[src/ulaCpuPkg.sv]
package ulaCpuPkg;

   // ULAplus register select and data ports, full 16-bit decode
   localparam logic [15:0] plusAddrPort = 16'hBF3B;
   localparam logic [15:0] plusDataPort = 16'hFF3B;

   // Port 0xFE answers any I/O cycle with a[0] low
   // Low byte 0xF4 is left out of that decode

   // Z80 data bus
   typedef logic [7:0] byteT;

   // ULAplus palette holds 64 entries
   typedef logic [5:0] paletteIdxT;

   // Register select word written to plusAddrPort
   // Bit 6 set picks the config register
   // Bit 6 clear picks palette entry [5:0]
   typedef logic [6:0] plusSelT;

   // Position of the group bit inside plusSelT
   localparam int plusCfgBit = 6;

   // Config register layout
   // Only bit 0 is kept, the palette enable
   localparam int plusEnableBit = 0;

endpackage

[src/ulaVideoPkg.sv]
package ulaVideoPkg;

   // Raster size in pixel clocks and lines
   localparam int lineLength = 448;
   localparam int frameLines = 312;

   // Visible paper window, top left at counter origin
   localparam int paperWidth  = 256;
   localparam int paperHeight = 192;

   // Line that opens vsync, the frame interrupt and the flash step
   localparam int vsyncLine = 248;
   // Interrupt pulse width in pixel clocks
   localparam int intLength = 32;

   // Final colour word, GGGRRRBBB
   typedef logic [8:0] colourT;

   // Raster counters
   typedef logic [8:0] hCountT;
   typedef logic [8:0] vCountT;

   // Attribute byte as seen by the standard ULA
   typedef struct packed {
      logic       flash;
      logic       bright;
      logic [2:0] paper;
      logic [2:0] ink;
   } stdAttrT;

   // Same byte as seen by ULAplus
   typedef struct packed {
      logic [1:0] clut;
      logic [2:0] paper;
      logic [2:0] ink;
   } plusAttrT;

   typedef union packed {
      stdAttrT  std;
      plusAttrT plus;
   } attrT;

endpackage
[src/colourMapper.sv]
`timescale 1ns/1ps

module colourMapper (
   input  logic                  clk7,
   input  logic                  rst_n,
   input  logic                  pixelBit,
   input  ulaVideoPkg::attrT     attrOut,
   input  logic                  videoOn,
   input  logic                  plusEnable,
   input  logic                  palWe,
   input  ulaCpuPkg::paletteIdxT palWrIdx,
   input  ulaCpuPkg::byteT       palWrData,
   output ulaCpuPkg::byteT       palRdData,
   output logic [2:0]            r,
   output logic [2:0]            g,
   output logic [2:0]            b
);
   import ulaVideoPkg::*;
   import ulaCpuPkg::*;

   // Per-channel output levels
   localparam logic [2:0] levelNone = 3'b000;
   localparam logic [2:0] levelHalf = 3'b101;
   localparam logic [2:0] levelFull = 3'b111;

   byteT       palette [64];
   logic       inkOn;
   logic [3:0] igrb;
   logic [2:0] level;
   colourT     stdColour;
   paletteIdxT plusIdx;
   byteT       plusEntry;
   colourT     plusColour;
   colourT     finalColour;

   // Ink only inside paper cells
   assign inkOn = pixelBit & videoOn;

   ////////////////////////////////////////
   // Standard IGRB path
   ////////////////////////////////////////

   assign igrb  = {attrOut.std.bright, inkOn ? attrOut.std.ink : attrOut.std.paper};
   assign level = igrb[3] ? levelFull : levelHalf;

   // Off channels stay at none, so bright black is still black
   assign stdColour = {igrb[2] ? level : levelNone,
                       igrb[1] ? level : levelNone,
                       igrb[0] ? level : levelNone};

   ////////////////////////////////////////
   // ULAplus path
   ////////////////////////////////////////

   // Held off while in reset
   always_ff @(posedge clk7) begin
      if (rst_n && palWe) begin
         palette[palWrIdx] <= palWrData;
      end
   end

   // CPU readback shares the write index
   assign palRdData = palette[palWrIdx];

   // Paper entries sit at 8..15 of each CLUT, ink at 0..7
   assign plusIdx   = {attrOut.plus.clut, ~inkOn,
                       inkOn ? attrOut.plus.ink : attrOut.plus.paper};
   assign plusEntry = palette[plusIdx];
   // GGGRRRBB to 9 bits, blue MSB copied into the new LSB
   assign plusColour = {plusEntry, plusEntry[1]};

   assign finalColour = plusEnable ? plusColour : stdColour;

   assign g = finalColour[8:6];
   assign r = finalColour[5:3];
   assign b = finalColour[2:0];

endmodule

[src/cpuPorts.sv]
`timescale 1ns/1ps

module cpuPorts #(
   parameter logic [2:0] borderReset = 3'b010
) (
   input  logic                  clk7,
   input  logic                  rst_n,
   input  logic [15:0]           a,
   input  logic                  iorqN,
   input  logic                  rdN,
   input  logic                  wrN,
   input  ulaCpuPkg::byteT       din,
   input  logic                  ear,
   input  logic [4:0]            kbd,
   input  logic                  issue2Keyboard,
   input  ulaCpuPkg::byteT       palRdData,
   output ulaCpuPkg::byteT       dout,
   output logic [2:0]            border,
   output logic                  mic,
   output logic                  spk,
   output logic                  plusEnable,
   output logic                  palWe,
   output ulaCpuPkg::paletteIdxT palWrIdx,
   output ulaCpuPkg::byteT       palWrData
);
   import ulaCpuPkg::*;

   // Low byte that shares a[0]=0 but belongs to another device
   localparam logic [7:0] feExcluded = 8'hF4;

   logic    ioWr;
   logic    ioRd;
   logic    feSel;
   logic    plusAddrSel;
   logic    plusDataSel;
   logic    earIn;
   plusSelT plusSel;

   ////////////////////////////////////////
   // Port decode and writes
   ////////////////////////////////////////

   assign ioWr        = !iorqN && !wrN;
   assign ioRd        = !iorqN && !rdN;
   assign feSel       = !a[0] && (a[7:0] != feExcluded);
   assign plusAddrSel = (a == plusAddrPort);
   assign plusDataSel = (a == plusDataPort);

   always_ff @(posedge clk7) begin
      if (!rst_n) begin
         border     <= borderReset;
         mic        <= 1'b0;
         spk        <= 1'b0;
         plusSel    <= '0;
         plusEnable <= 1'b0;
      end else if (ioWr) begin
         // 0xFE layout is ---SMBBB
         if (feSel) begin
            border <= din[2:0];
            mic    <= din[3];
            spk    <= din[4];
         end else if (plusAddrSel) begin
            plusSel <= din[6:0];
         end else if (plusDataSel && plusSel[plusCfgBit]) begin
            plusEnable <= din[plusEnableBit];
         end
      end
   end

   // Palette group of the data port goes straight to the RAM
   assign palWe     = ioWr && plusDataSel && !plusSel[plusCfgBit];
   assign palWrIdx  = plusSel[5:0];
   assign palWrData = din;

   ////////////////////////////////////////
   // Read mux
   ////////////////////////////////////////

   // Issue 2 boards also leak MIC onto EAR
   always_comb begin
      if (issue2Keyboard) begin
         earIn = ear ^ (spk | mic);
      end else begin
         earIn = ear ^ spk;
      end
   end

   always_comb begin
      dout = 8'hFF;
      if (ioRd) begin
         if (feSel) begin
            dout = {1'b1, earIn, 1'b1, kbd};
         end else if (plusAddrSel) begin
            dout = {1'b0, plusSel};
         end else if (plusDataSel && !plusSel[plusCfgBit]) begin
            dout = palRdData;
         end else if (plusDataSel) begin
            dout = {7'b0000000, plusEnable};
         end
      end
   end

endmodule

[src/rasterTiming.sv]
`timescale 1ns/1ps

module rasterTiming (
   input  logic                clk7,
   input  logic                rst_n,
   output ulaVideoPkg::hCountT hCount,
   output ulaVideoPkg::vCountT vCount,
   output logic                paperArea,
   output logic                flashTick,
   output logic                hsync,
   output logic                vsync,
   output logic                intN
);
   import ulaVideoPkg::*;

   // Sync pulse positions
   localparam hCountT hsyncStart = 9'd344;
   localparam hCountT hsyncEnd   = 9'd375;
   // Four lines of vsync
   localparam vCountT vsyncEnd   = vCountT'(vsyncLine + 3);

   logic lineEnd;
   logic frameEnd;
   logic intLine;

   assign lineEnd  = (hCount == hCountT'(lineLength - 1));
   assign frameEnd = (vCount == vCountT'(frameLines - 1));

   // Pixel counter wraps into the line counter
   always_ff @(posedge clk7) begin
      if (!rst_n) begin
         hCount <= '0;
         vCount <= '0;
      end else if (lineEnd) begin
         hCount <= '0;
         if (frameEnd) begin
            vCount <= '0;
         end else begin
            vCount <= vCount + 9'd1;
         end
      end else begin
         hCount <= hCount + 9'd1;
      end
   end

   // Interrupt and flash both key off the first vsync line
   assign intLine   = (vCount == vCountT'(vsyncLine));
   assign flashTick = intLine && (hCount == '0);
   // Low for the first intLength clocks of that line
   assign intN      = !(intLine && (hCount < hCountT'(intLength)));

   assign hsync = (hCount >= hsyncStart) && (hCount <= hsyncEnd);
   assign vsync = (vCount >= vCountT'(vsyncLine)) && (vCount <= vsyncEnd);

   // Fetch window, not yet delayed for the serializer
   assign paperArea = (hCount < hCountT'(paperWidth)) && (vCount < vCountT'(paperHeight));

endmodule

[src/screenFetch.sv]
`timescale 1ns/1ps

module screenFetch (
   input  logic                clk7,
   input  logic                rst_n,
   input  ulaVideoPkg::hCountT hCount,
   input  ulaVideoPkg::vCountT vCount,
   input  logic                paperArea,
   input  logic                flashTick,
   input  logic [2:0]          border,
   input  ulaCpuPkg::byteT     vramData,
   output logic [13:0]         va,
   output logic                vramRd,
   output logic                pixelBit,
   output ulaVideoPkg::attrT   attrOut,
   output logic                videoOn
);
   import ulaVideoPkg::*;
   import ulaCpuPkg::*;

   logic       bitmapAddr;
   logic       attrAddr;
   logic       bitmapLoad;
   logic       attrLoad;
   logic       colLoad;
   logic       cellLoad;
   logic       paperDelayed;
   logic [4:0] col;
   logic [4:0] flashCount;
   byteT       bitmapData;
   byteT       attrData;
   byteT       shifter;
   attrT       attrNext;

   ////////////////////////////////////////
   // Fetch control unit
   ////////////////////////////////////////

   // Paper window shifted right by one cell for the shifter
   assign paperDelayed = (hCount >= hCountT'(8)) && (hCount < hCountT'(paperWidth + 8))
                         && (vCount < vCountT'(paperHeight));

   // Column register follows hCount three clocks into each cell
   assign colLoad  = (hCount[2:0] == 3'd3);
   // Shifter and attribute output step once per cell
   assign cellLoad = (hCount[2:0] == 3'd4);

   always_comb begin
      bitmapAddr = 1'b0;
      attrAddr   = 1'b0;
      bitmapLoad = 1'b0;
      attrLoad   = 1'b0;
      // Two bitmap/attribute pairs in the upper half of each 16-clock group
      if (paperArea && hCount[3]) begin
         case (hCount[1:0])
            2'd0: bitmapAddr = 1'b1;
            2'd1: begin
               bitmapAddr = 1'b1;
               bitmapLoad = 1'b1;
            end
            2'd2: attrAddr = 1'b1;
            default: begin
               attrAddr = 1'b1;
               attrLoad = 1'b1;
            end
         endcase
      end
   end

   assign vramRd = bitmapAddr | attrAddr;

   // Bitmap rows interleaved by third, pixel row and char row
   // Attribute map starts at 0x1800, one byte per char cell
   always_comb begin
      if (attrAddr) begin
         va = {1'b0, 3'b110, vCount[7:3], col};
      end else begin
         va = {1'b0, vCount[7:6], vCount[2:0], vCount[5:3], col};
      end
   end

   ////////////////////////////////////////
   // Datapath
   ////////////////////////////////////////

   // Border cells carry the border colour as paper, no flash
   always_comb begin
      if (paperDelayed) begin
         attrNext = attrData;
      end else begin
         attrNext.std.flash  = 1'b0;
         attrNext.std.bright = 1'b0;
         attrNext.std.paper  = border;
         attrNext.std.ink    = 3'b000;
      end
   end

   always_ff @(posedge clk7) begin
      if (colLoad) begin
         col <= hCount[7:3];
      end
      if (bitmapLoad) begin
         bitmapData <= vramData;
      end
      if (attrLoad) begin
         attrData <= vramData;
      end
      // MSB first, zeros fill in behind
      if (cellLoad && paperDelayed) begin
         shifter <= bitmapData;
      end else begin
         shifter <= {shifter[6:0], 1'b0};
      end
      if (cellLoad) begin
         attrOut <= attrNext;
      end
   end

   // Frame counter and paper flag that travels with attrOut
   always_ff @(posedge clk7) begin
      if (!rst_n) begin
         flashCount <= '0;
         videoOn    <= 1'b0;
      end else begin
         if (flashTick) begin
            flashCount <= flashCount + 5'd1;
         end
         if (cellLoad) begin
            videoOn <= paperDelayed;
         end
      end
   end

   // Flash swaps ink and paper every 16 frames
   assign pixelBit = shifter[7] ^ (attrOut.std.flash & flashCount[4]);

endmodule

[src/ulaTop.sv]
`timescale 1ns/1ps

module ulaTop #(
   parameter logic [2:0] borderReset = 3'b010
) (
   input  logic            clk7,
   input  logic            rst_n,
   input  logic [15:0]     a,
   input  logic            iorqN,
   input  logic            rdN,
   input  logic            wrN,
   input  ulaCpuPkg::byteT din,
   output ulaCpuPkg::byteT dout,
   input  logic            ear,
   input  logic [4:0]      kbd,
   input  logic            issue2Keyboard,
   output logic            mic,
   output logic            spk,
   output logic [13:0]     va,
   output logic            vramRd,
   input  ulaCpuPkg::byteT vramData,
   output logic [2:0]      r,
   output logic [2:0]      g,
   output logic [2:0]      b,
   output logic            hsync,
   output logic            vsync,
   output logic            intN
);
   import ulaVideoPkg::*;
   import ulaCpuPkg::*;

   // Raster position and window flags
   hCountT     hCount;
   vCountT     vCount;
   logic       paperArea;
   logic       flashTick;
   // Fetch to colour stage
   logic       pixelBit;
   attrT       attrOut;
   logic       videoOn;
   // CPU registers to video side
   logic [2:0] border;
   logic       plusEnable;
   logic       palWe;
   paletteIdxT palWrIdx;
   byteT       palWrData;
   byteT       palRdData;

   rasterTiming timing (
      .clk7(clk7), .rst_n(rst_n), .hCount(hCount), .vCount(vCount),
      .paperArea(paperArea), .flashTick(flashTick), .hsync(hsync),
      .vsync(vsync), .intN(intN)
   );

   screenFetch fetch (
      .clk7(clk7), .rst_n(rst_n), .hCount(hCount), .vCount(vCount),
      .paperArea(paperArea), .flashTick(flashTick), .border(border),
      .vramData(vramData), .va(va), .vramRd(vramRd), .pixelBit(pixelBit),
      .attrOut(attrOut), .videoOn(videoOn)
   );

   colourMapper colour (
      .clk7(clk7), .rst_n(rst_n), .pixelBit(pixelBit), .attrOut(attrOut),
      .videoOn(videoOn), .plusEnable(plusEnable), .palWe(palWe),
      .palWrIdx(palWrIdx), .palWrData(palWrData), .palRdData(palRdData),
      .r(r), .g(g), .b(b)
   );

   cpuPorts #(.borderReset(borderReset)) ports (
      .clk7(clk7), .rst_n(rst_n), .a(a), .iorqN(iorqN), .rdN(rdN), .wrN(wrN),
      .din(din), .ear(ear), .kbd(kbd), .issue2Keyboard(issue2Keyboard),
      .palRdData(palRdData), .dout(dout), .border(border), .mic(mic),
      .spk(spk), .plusEnable(plusEnable), .palWe(palWe),
      .palWrIdx(palWrIdx), .palWrData(palWrData)
   );

endmodule

[config.mk]
export PLATFORM = sky130hd
export DESIGN_NAME = ulaTop
export DESIGN_NICKNAME = d
export VERILOG_FILES = /design/src/ulaCpuPkg.sv /design/src/ulaVideoPkg.sv /design/src/colourMapper.sv /design/src/cpuPorts.sv /design/src/rasterTiming.sv /design/src/screenFetch.sv /design/src/ulaTop.sv
export SDC_FILE = /design/constraint.sdc
export NUM_CORES = 1
export LEC_CHECK = 0
export CORE_MARGIN = 2
export CORE_UTILIZATION = 35
export DETAILED_ROUTE_END_ITERATION = 7
export DONT_BUFFER_PORTS = 1
export PLACE_DENSITY = 0.6
export SETUP_SLACK_MARGIN = 0.5
export SYNTH_ARGS = -nofsm -noshare
export SYNTH_HDL_FRONTEND = slang
export SYNTH_HIERARCHICAL = 1
export SYNTH_SLANG_ARGS = --single-unit
[constraint.sdc]
create_clock -name clk7 -period 3.6 [get_ports clk7]
set_input_delay 0.72 -clock clk7 [delete_from_list [all_inputs] [get_ports clk7]]
set_output_delay 0.72 -clock clk7 [all_outputs]
set_load 0.01 [all_outputs]
==> qor.csv, run 1 <==
stage,metric,value,unit
hold_path,Min-Delay Path Class,primary input to flop,
timing,final worst setup slack,-0.651,ns
timing,Tightest Pin Transition,0.862,ns
die,Core ar.,80200,um^2
global_routing,largest net degree at the start of global routing,68,
worst_setup_path,Top delay family on crit path,compound AO/OA/AOI/OAI gates,
global_routing,total gr overflow,0,
logic_synthesis,Synth Net Count,2107,
hold_path,Hold Path Cell Cnt,1,
worst_setup_path,reg2reg path depth,6,
worst_setup_path,Slowest cell on crit path,or4_4,
detailed_routing,initial DRC count,3416,
timing,min Tclk post-route,4.25,ns
timing,unrepaired setup endpoints after global routing,yes,
detailed_routing,routed wire length,107000,um
job,Max-Cap Viols,0,
place,Placed Instances,3303,
timing,max-slew violations,0,
die,Die H,288,um
logic_synthesis,area fraction of the dominant cell type after synthesis,57.5,%
clocking,CTS max path bufs,3,
global_routing,initial antenna violation count,2,
clocking,Skew-Pair Late Insertion Delay,0.64,ns
pwr,Leakage,12.0,nW
pwr,Int Power,0.0110,W
hold_path,hold path start,rst_n,
finish,post-route insts no fill,3469,
worst_setup_path,CP Class,flop to output port,
logic_synthesis,"FFs w/ async S/R, synth",0,%
detailed_routing,Routed Antenna Nets,0,
clocking,total CTS buffers,60,
logic_synthesis,Yosys cell types,97,
pwr,Gate power share,2.5,%
die,Chip Width,288,um
place,Final Wtd Congestion,1.02,
timing,"Period Utilization, post-route",118,%
place,port buffer count,0,
global_routing,first-pass GRT wire length,150000,um
detailed_routing,Vias/cell,6.14,
logic_synthesis,post-synthesis register bit count,586,
logic_synthesis,number of flops mapped to enable cells by yosys,541,
timing,Slew HR,42.4,%
timing,Worst Hold Slack,0.150,ns
worst_setup_path,crit path launch type,flop,
pwr,Psw,0.00292,W
die,Die ar.,83000,um^2
timing,number of failing hold endpoints at the final stage,0,
die,Initial Utilization,35.2,%
clocking,CTS tree,built,
logic_synthesis,Synth area leaders,"edfxtp_1 (58%), mux4_2 (8.1%), mux2i_1 (4.4%)",
finish,Util after Layout,43.7,%
worst_setup_path,CP most frequent cell,buf_4,
status,outcome,"complete, but fails checks",
worst_setup_path,worst reg2reg path startpoint,ports/plusSel[1],
timing,Fmax,235,MHz
worst_setup_path,Worst Path Buf+Inv,5,
detailed_routing,vias,21300,
timing,final setup skew,0.0151,ns
clocking,TritonCTS Sinks,586,
logic_synthesis,ys flop type,edfxtp_1,
logic_synthesis,synthesized area per cell,13.7,um^2
finish,share of cells above drive strength 1,33.1,%
finish,post-route cell area,35000,um^2
status,failing checks,negative setup slack,
pwr,Reg power frac,53.6,%
pwr,sw frac,21.0,%
worst_setup_path,WP data required,2.88,ns
worst_setup_path,CP arrival,3.53,ns
pwr,P per Cell Area,396,nW/um^2
detailed_routing,DR pass1 iterations,6,
clocking,"Clk pin slew, worst setup/hold paths",0.06,ns
timing,# setup viols final,17,
logic_synthesis,Synth area leader,edfxtp_1,
worst_setup_path,CP Max Fanout,5,
die,# rows,104,
worst_setup_path,Setup crit end kind,output port,
pwr,Clk pwr share,43.9,%
worst_setup_path,crit path cell chain,"buf_8, buf_6, nor2_4, buf_4, a221oi_4, a21oi_2, nor2_1, o22ai_2, buf_4, or4_4, a221oi_2, o21ai_1, buf_4",
logic_synthesis,"Seq/Total Area, Yosys",60.7,%
clocking,root buffer cell,clkbuf_16,
worst_setup_path,FF-to-FF setup slack,0.51,ns
die,IO Pins,81,
global_routing,vias in the first global route,20700,
logic_synthesis,Post-Syn Instances,2058,
place,Detail Placement HPWL,73400,um
worst_setup_path,worst reg2reg path endpoint,colour/palette[42][3],
finish,Syn-to-layout area delta,24.1,%
hold_path,Hold Path End,ports/border[1],
detailed_routing,DRC violations left,0,
global_routing,total global-route track usage,25.3,%
place,Post-Place Cell Area,31700,um^2
logic_synthesis,Syn. warnings,6,
detailed_routing,Avg WL per Cell,31.0,um
pwr,Worst VDD drop,449,uV
finish,post-layout net count,2407,
worst_setup_path,Slowest Stage Delay on Critical Path,0.53,ns
clocking,H-tree Lvls,2,
logic_synthesis,Netlist Area Pre-Place,28200,um^2
-- cells in the mapped netlist, types with 18 or more instances --
cell and n:
o21ai_0 35, nor2_1 141, nand4_1 23, nand3_1 68
mux4_2 101, dfxtp_1 45, a21oi_1 109, nand2_1 250
o22ai_1 39, a32oi_1 18, a22oi_1 35, a22o_1 26
edfxtp_1 541, buf_2 64, mux2_2 51, buf_4 37
mux2i_1 124, clkbuf_1 38, a221oi_1 42
-- cells in the final DEF, fill, tap and decap left out, types with 11 or more instances in the layout --
| master | count |
|---|---|
| and2_1 | 14 |
| a31oi_1 | 11 |
| buf_12 | 38 |
| mux2_2 | 47 |
| inv_1 | 11 |
| or4_4 | 11 |
| nor2_1 | 136 |
| a21oi_1 | 89 |
| mux2i_1 | 112 |
| a221oi_1 | 25 |
| buf_6 | 22 |
| a221oi_2 | 14 |
| a22oi_1 | 33 |
| clkbuf_16 | 64 |
| nand2_1 | 247 |
| a22o_1 | 23 |
| o21ai_1 | 17 |
| clkinv_2 | 14 |
| o22ai_1 | 31 |
| edfxtp_1 | 541 |
| nand4_1 | 23 |
| dfxtp_1 | 41 |
| a32oi_1 | 16 |
| mux4_2 | 104 |
| a21oi_2 | 18 |
| o21ai_0 | 27 |
| buf_4 | 325 |
| nand3_1 | 64 |
-- power by group through the flow --
| stage | Clock (W) | Sequential, W | Combinational [W] |
|---|---|---|---|
| floorplan | 0 | 0.00759 | 0.000215 |
| global placement | 0 | 0.00759 | 0.000299 |
| detailed placement | 0 | 0.00759 | 0.000300 |
| CTS | 0.00618 | 0.00744 | 0.000326 |
| global route | 0.00642 | 0.00744 | 0.000355 |
| finish | 0.00609 | 0.00744 | 0.000347 |
-- repair_timing --
action,4_1_cts,5_1_grt
resized for setup,138,60
setup buffers,31,13
pin swaps,39,49
hold buffers,0,0
gates cloned,7,2
setup endpoints to repair,17,18
-- final cells by class --
class / instances / area [um^2]
Fill cell: 7253 / 45100
Sequential cell: 586 / 17200
Multi-Input combinational cell: 1301 / 10900
Timing Repair Buffer: 397 / 3730
Clock buffer: 74 / 1640
Tap cell: 1060 / 1330
Clock inverter: 36 / 275
Inverter: 12 / 45.0
Antenna cell: 3 / 7.51
-- layer usage --
layer | vias to the layer above | share of wire, % | GRT usage [%] | wire [um]
li1 | 8720 | - | - | -
met1 | 10700 | 38 | 33.7 | 40900
met2 | 1535 | 44 | 38.4 | 47500
met3 | 310 | 12 | 5.97 | 13000
met4 | 2 | 5.6 | 13.0 | 6040
met5 | - | 0.012 | 0 | 13
-- worst max-delay path by stage --
stage / from / end / depth (start not counted)
2_1_floorplan: fetch/attrOut[7] / b[2] / 12
3_3_place_gp: fetch/attrOut[7] / b[1] / 12
3_5_place_dp: fetch/attrOut[7] / b[1] / 12
4_1_cts: fetch/attrOut[7] / r[2] / 13
5_1_grt: ports/plusSel[2] / dout[2] / 12
6_report: ports/plusSel[2] / dout[2] / 13
-- flip-flops by register name, summed over array words and instances (netlist names), 3 cells and up --
| name | flops |
|---|---|
| ports/border | 3 |
| fetch/bitmapData | 8 |
| fetch/attrData | 8 |
| timing/vCount | 9 |
| ports/plusSel | 7 |
| fetch/flashCount | 5 |
| timing/hCount | 9 |
| fetch/col | 5 |
| colour/palette | 512 |
| fetch/attrOut | 8 |
| fetch/shifter | 8 |
-- per-stage QoR --
step	setup slack [ns]	power, W	setup TNS, ns
6_report	-0.651	0.0139	-9.35
5_1_grt	-0.713	0.0142	-10.78
4_1_cts	-0.609	0.0139	-8.79
3_5_place_dp	-0.406	0.00789	-2.53
3_3_place_gp	-0.392	0.00789	-2.14
2_1_floorplan	0.453	0.00780	0
-- cells by family (layout without fill, tap and decap cells) --
group                    after synthesis  after routing  share of synthesized area, %
XOR/XNOR                              13             14                         0.403
AO/OA/AOI/OAI                        406            406                          9.94
multiplexers                         287            287                          15.4
buffers and inverters                175            519                          3.58
other                                  1              4                        0.0133
adder cells (fa/ha/maj)                5              5                         0.222
flip-flops                           586            586                          60.7
AND/OR/NAND/NOR                      585            588                          9.75
Note: power is estimated with default switching activity, not from simulation.
==> run 2, diff against run 1 <==
- clock period: 3.6 -> 4 ns (I/O delays scaled with it)
==> run 2 against run 1 <==
- the flow still finishes with violations (negative setup slack)
- via count grew 0.64%
- first-iteration DRC count decreased by 2.3%
- clock-buffer cell count fell by 1
- largest cell class unchanged
- sequential cell count is the same
- routed wire length up 2.9%
==> qor.csv, run 2 (synthesis gave the netlist of run 1 again) <==
stage,metric,value,unit,change
status,outcome,"complete, but fails checks",,
status,failing checks,negative setup slack,,
global_routing,vias in the first global route,20600,,-0.21%
timing,Fin Setup TNS,-4.99,ns,+4.35 ns
pwr,P per Cell Area,367,nW/um^2,-7.2%
place,Final Wtd Congestion,0.987,,-3.0%
worst_setup_path,CP Class,flop to output port,,
finish,"commonest non-fill, non-tap cell in the layout",edfxtp_1,,
detailed_routing,Avg WL per Cell,31.9,um,+2.9%
place,port buffer count,0,,unchanged
worst_setup_path,crit path launch type,flop,,
finish,post-layout net count,2406,,-0.042%
worst_setup_path,Setup crit end kind,output port,,
die,Core ar.,80200,um^2,unchanged
global_routing,total global-route track usage,25.8,%,+0.52 points
die,Chip Width,288,um,unchanged
finish,Syn-to-layout area delta,25.6,%,
place,DP Worst Slack,-0.462,ns,-0.0554 ns
clocking,CTS Hold Bufs,0,,unchanged
pwr,Leakage,12.1,nW,+1.3%
pwr,Worst VDD drop,362,uV,-19%
die,Initial Utilization,35.2,%,unchanged
detailed_routing,vias,21400,,+0.64%
detailed_routing,Vias/cell,6.18,,+0.67%
global_routing,initial antenna violation count,2,,unchanged
global_routing,largest net degree at the start of global routing,68,,unchanged
timing,final worst setup slack,-0.410,ns,+0.241 ns
clocking,total CTS buffers,60,,unchanged
clocking,Skew-Pair Late Insertion Delay,0.66,ns,+0.02 ns
timing,Fmax,227,MHz,
worst_setup_path,crit path cell chain,"buf_12, buf_12, clkbuf_16, nor2b_4, buf_12, buf_12, a221o_1, a21oi_4, nor2_1, or4_4, mux2i_1, a21oi_1, o22ai_1, nand2_1",,
timing,final setup skew,0.0106,ns,-0.00445 ns
finish,Top Registers,"colour/palette (512), timing/hCount (9), timing/vCount (9)",,
die,IO Pins,81,,unchanged
clocking,TritonCTS Sinks,586,,unchanged
die,Die H,288,um,unchanged
global_routing,total gr overflow,0,,unchanged
hold_path,Min-Delay Path Class,primary input to flop,,
clocking,root buffer cell,clkbuf_16,,
die,# rows,104,,unchanged
worst_setup_path,WP data required,3.20,ns,+0.32 ns
timing,"Period Utilization, post-route",110,%,
die,Die ar.,83000,um^2,unchanged
timing,max-slew violations,0,,unchanged
timing,number of failing hold endpoints at the final stage,0,,unchanged
detailed_routing,routed wire length,110000,um,+2.9%
worst_setup_path,Slowest cell on crit path,or4_4,,
global_routing,first-pass GRT wire length,152000,um,+1.4%
clocking,H-tree Lvls,2,,unchanged
pwr,PnR Total Power,0.0130,W,-6.1%
timing,Tightest Pin Transition,1.20,ns,+0.334 ns
clocking,CTS tree,built,,
detailed_routing,DRC violations left,0,,unchanged
timing,# setup viols final,17,,unchanged
finish,most frequent cells in the layout,"edfxtp_1 (541), buf_4 (305), nand2_1 (245)",,
job,Max-Cap Viols,0,,unchanged
clocking,CTS max path bufs,3,,unchanged
timing,Worst Hold Slack,0.230,ns,+0.0801 ns
worst_setup_path,Slowest Stage Delay on Critical Path,0.49,ns,-0.04 ns
detailed_routing,DR pass1 iterations,6,,unchanged
finish,largest reg by FF count,colour/palette,,
clocking,"Clk pin slew, worst setup/hold paths",0.06,ns,about the same
detailed_routing,Routed Antenna Nets,0,,unchanged
finish,max FFs per register,512,,unchanged
timing,unrepaired setup endpoints after global routing,yes,,
place,Detail Placement HPWL,72800,um,-0.69%
detailed_routing,initial DRC count,3338,,-2.3%
finish,share of cells above drive strength 1,33.8,%,+0.69 points
worst_setup_path,CP arrival,3.61,ns,+0.08 ns
worst_setup_path,CP Max Fanout,7,,+2
timing,Slew HR,20.1,%,-22 points
worst_setup_path,CP most frequent cell,buf_12,,
timing,min Tclk post-route,4.41,ns,
==> run 2: cell count changes in the layout (fill, tap and decap cells not counted), sizes merged <==
| cell | before | now |
|---|---|---|
| bufinv | 2 | 10 |
| clkinv | 25 | 20 |
| buf | 393 | 390 |
| clkbuf | 75 | 78 |
| clkinvlp | 3 | 6 |
| inv | 18 | 15 |
| diode | 3 | 1 |
| nor2 | 144 | 142 |
| bufbuf | 3 | 2 |
| nand2 | 252 | 253 |
| or2 | 4 | 5 |
| xnor2 | 8 | 7 |
==> run 2: per-layer routing <==
metal  vias up  track usage, %  wire length [um]
li1       8703               -                 -
met1     10700            34.6             41500
met2      1692            37.8             47900
met3       310            7.37             14600
met4         0            13.5              6560
met5         -               0                 0
==> run 2: worst paths after layout <==
path	start	end	slack [ns]	cells after the start
worst max-delay path	ports/plusSel[2]	dout[0]	-0.41	14
worst min-delay path	rst_n	ports/border[1]	0.23	1
worst max register to register	ports/plusSel[6]	colour/palette[32][3]	0.85	7
worst min register to register	fetch/bitmapData[0]	fetch/shifter[0]	0.45	1
==> run 2: repair_timing <==
action                                  CTS  global route
gates cloned                              7             6
endpoints found under the setup margin   17            17
pin swaps                                36            62
gates resized for setup                 147            99
buffers inserted                         48            56
==> run 2: critical path: cells and delay by family, from the launching register on <==
kind | cells | cell delay, ns
AND/OR/NAND/NOR | 4 | 0.84
AO/OA/AOI/OAI | 4 | 0.82
buffers and inverters | 5 | 0.74
flip-flops | 1 | 0.36
multiplexers | 1 | 0.17
==> run 2: cell type report <==
cell class | count | area (um^2)
multi-input cells | 1300 | 10900
repair buffers | 397 | 3940
clock buffers | 73 | 1590
inverters | 12 | 45.0
well taps | 1060 | 1330
clock inverters | 39 | 499
diodes | 1 | 2.50
flip-flops and latches | 586 | 17200
fillers | 7161 | 44700
==> run 2: report_power, final <==
| group | switching [W] | internal (W) | leakage, nW |
|---|---|---|---|
| Sequential | 0.0000151 | 0.00669 | 5.22 |
| Combinational | 0.000182 | 0.000133 | 5.89 |
| Clock | 0.00252 | 0.00350 | 1.00 |
| Total | 0.00271 | 0.0103 | 12.1 |
==> run 2: stage by stage <==
| step | util (%) | instance area, um^2 | instances |
|---|---|---|---|
| after global routing | 44.2 | 35400 | 3468 |
| after detailed placement | 38.7 | 31000 | 3238 |
| final | 44.2 | 35400 | 3468 |
| after floorplan | - | 28200 | 2058 |
| after global placement | 38.7 | 31000 | 3238 |
| after CTS | 42.9 | 34400 | 3405 |
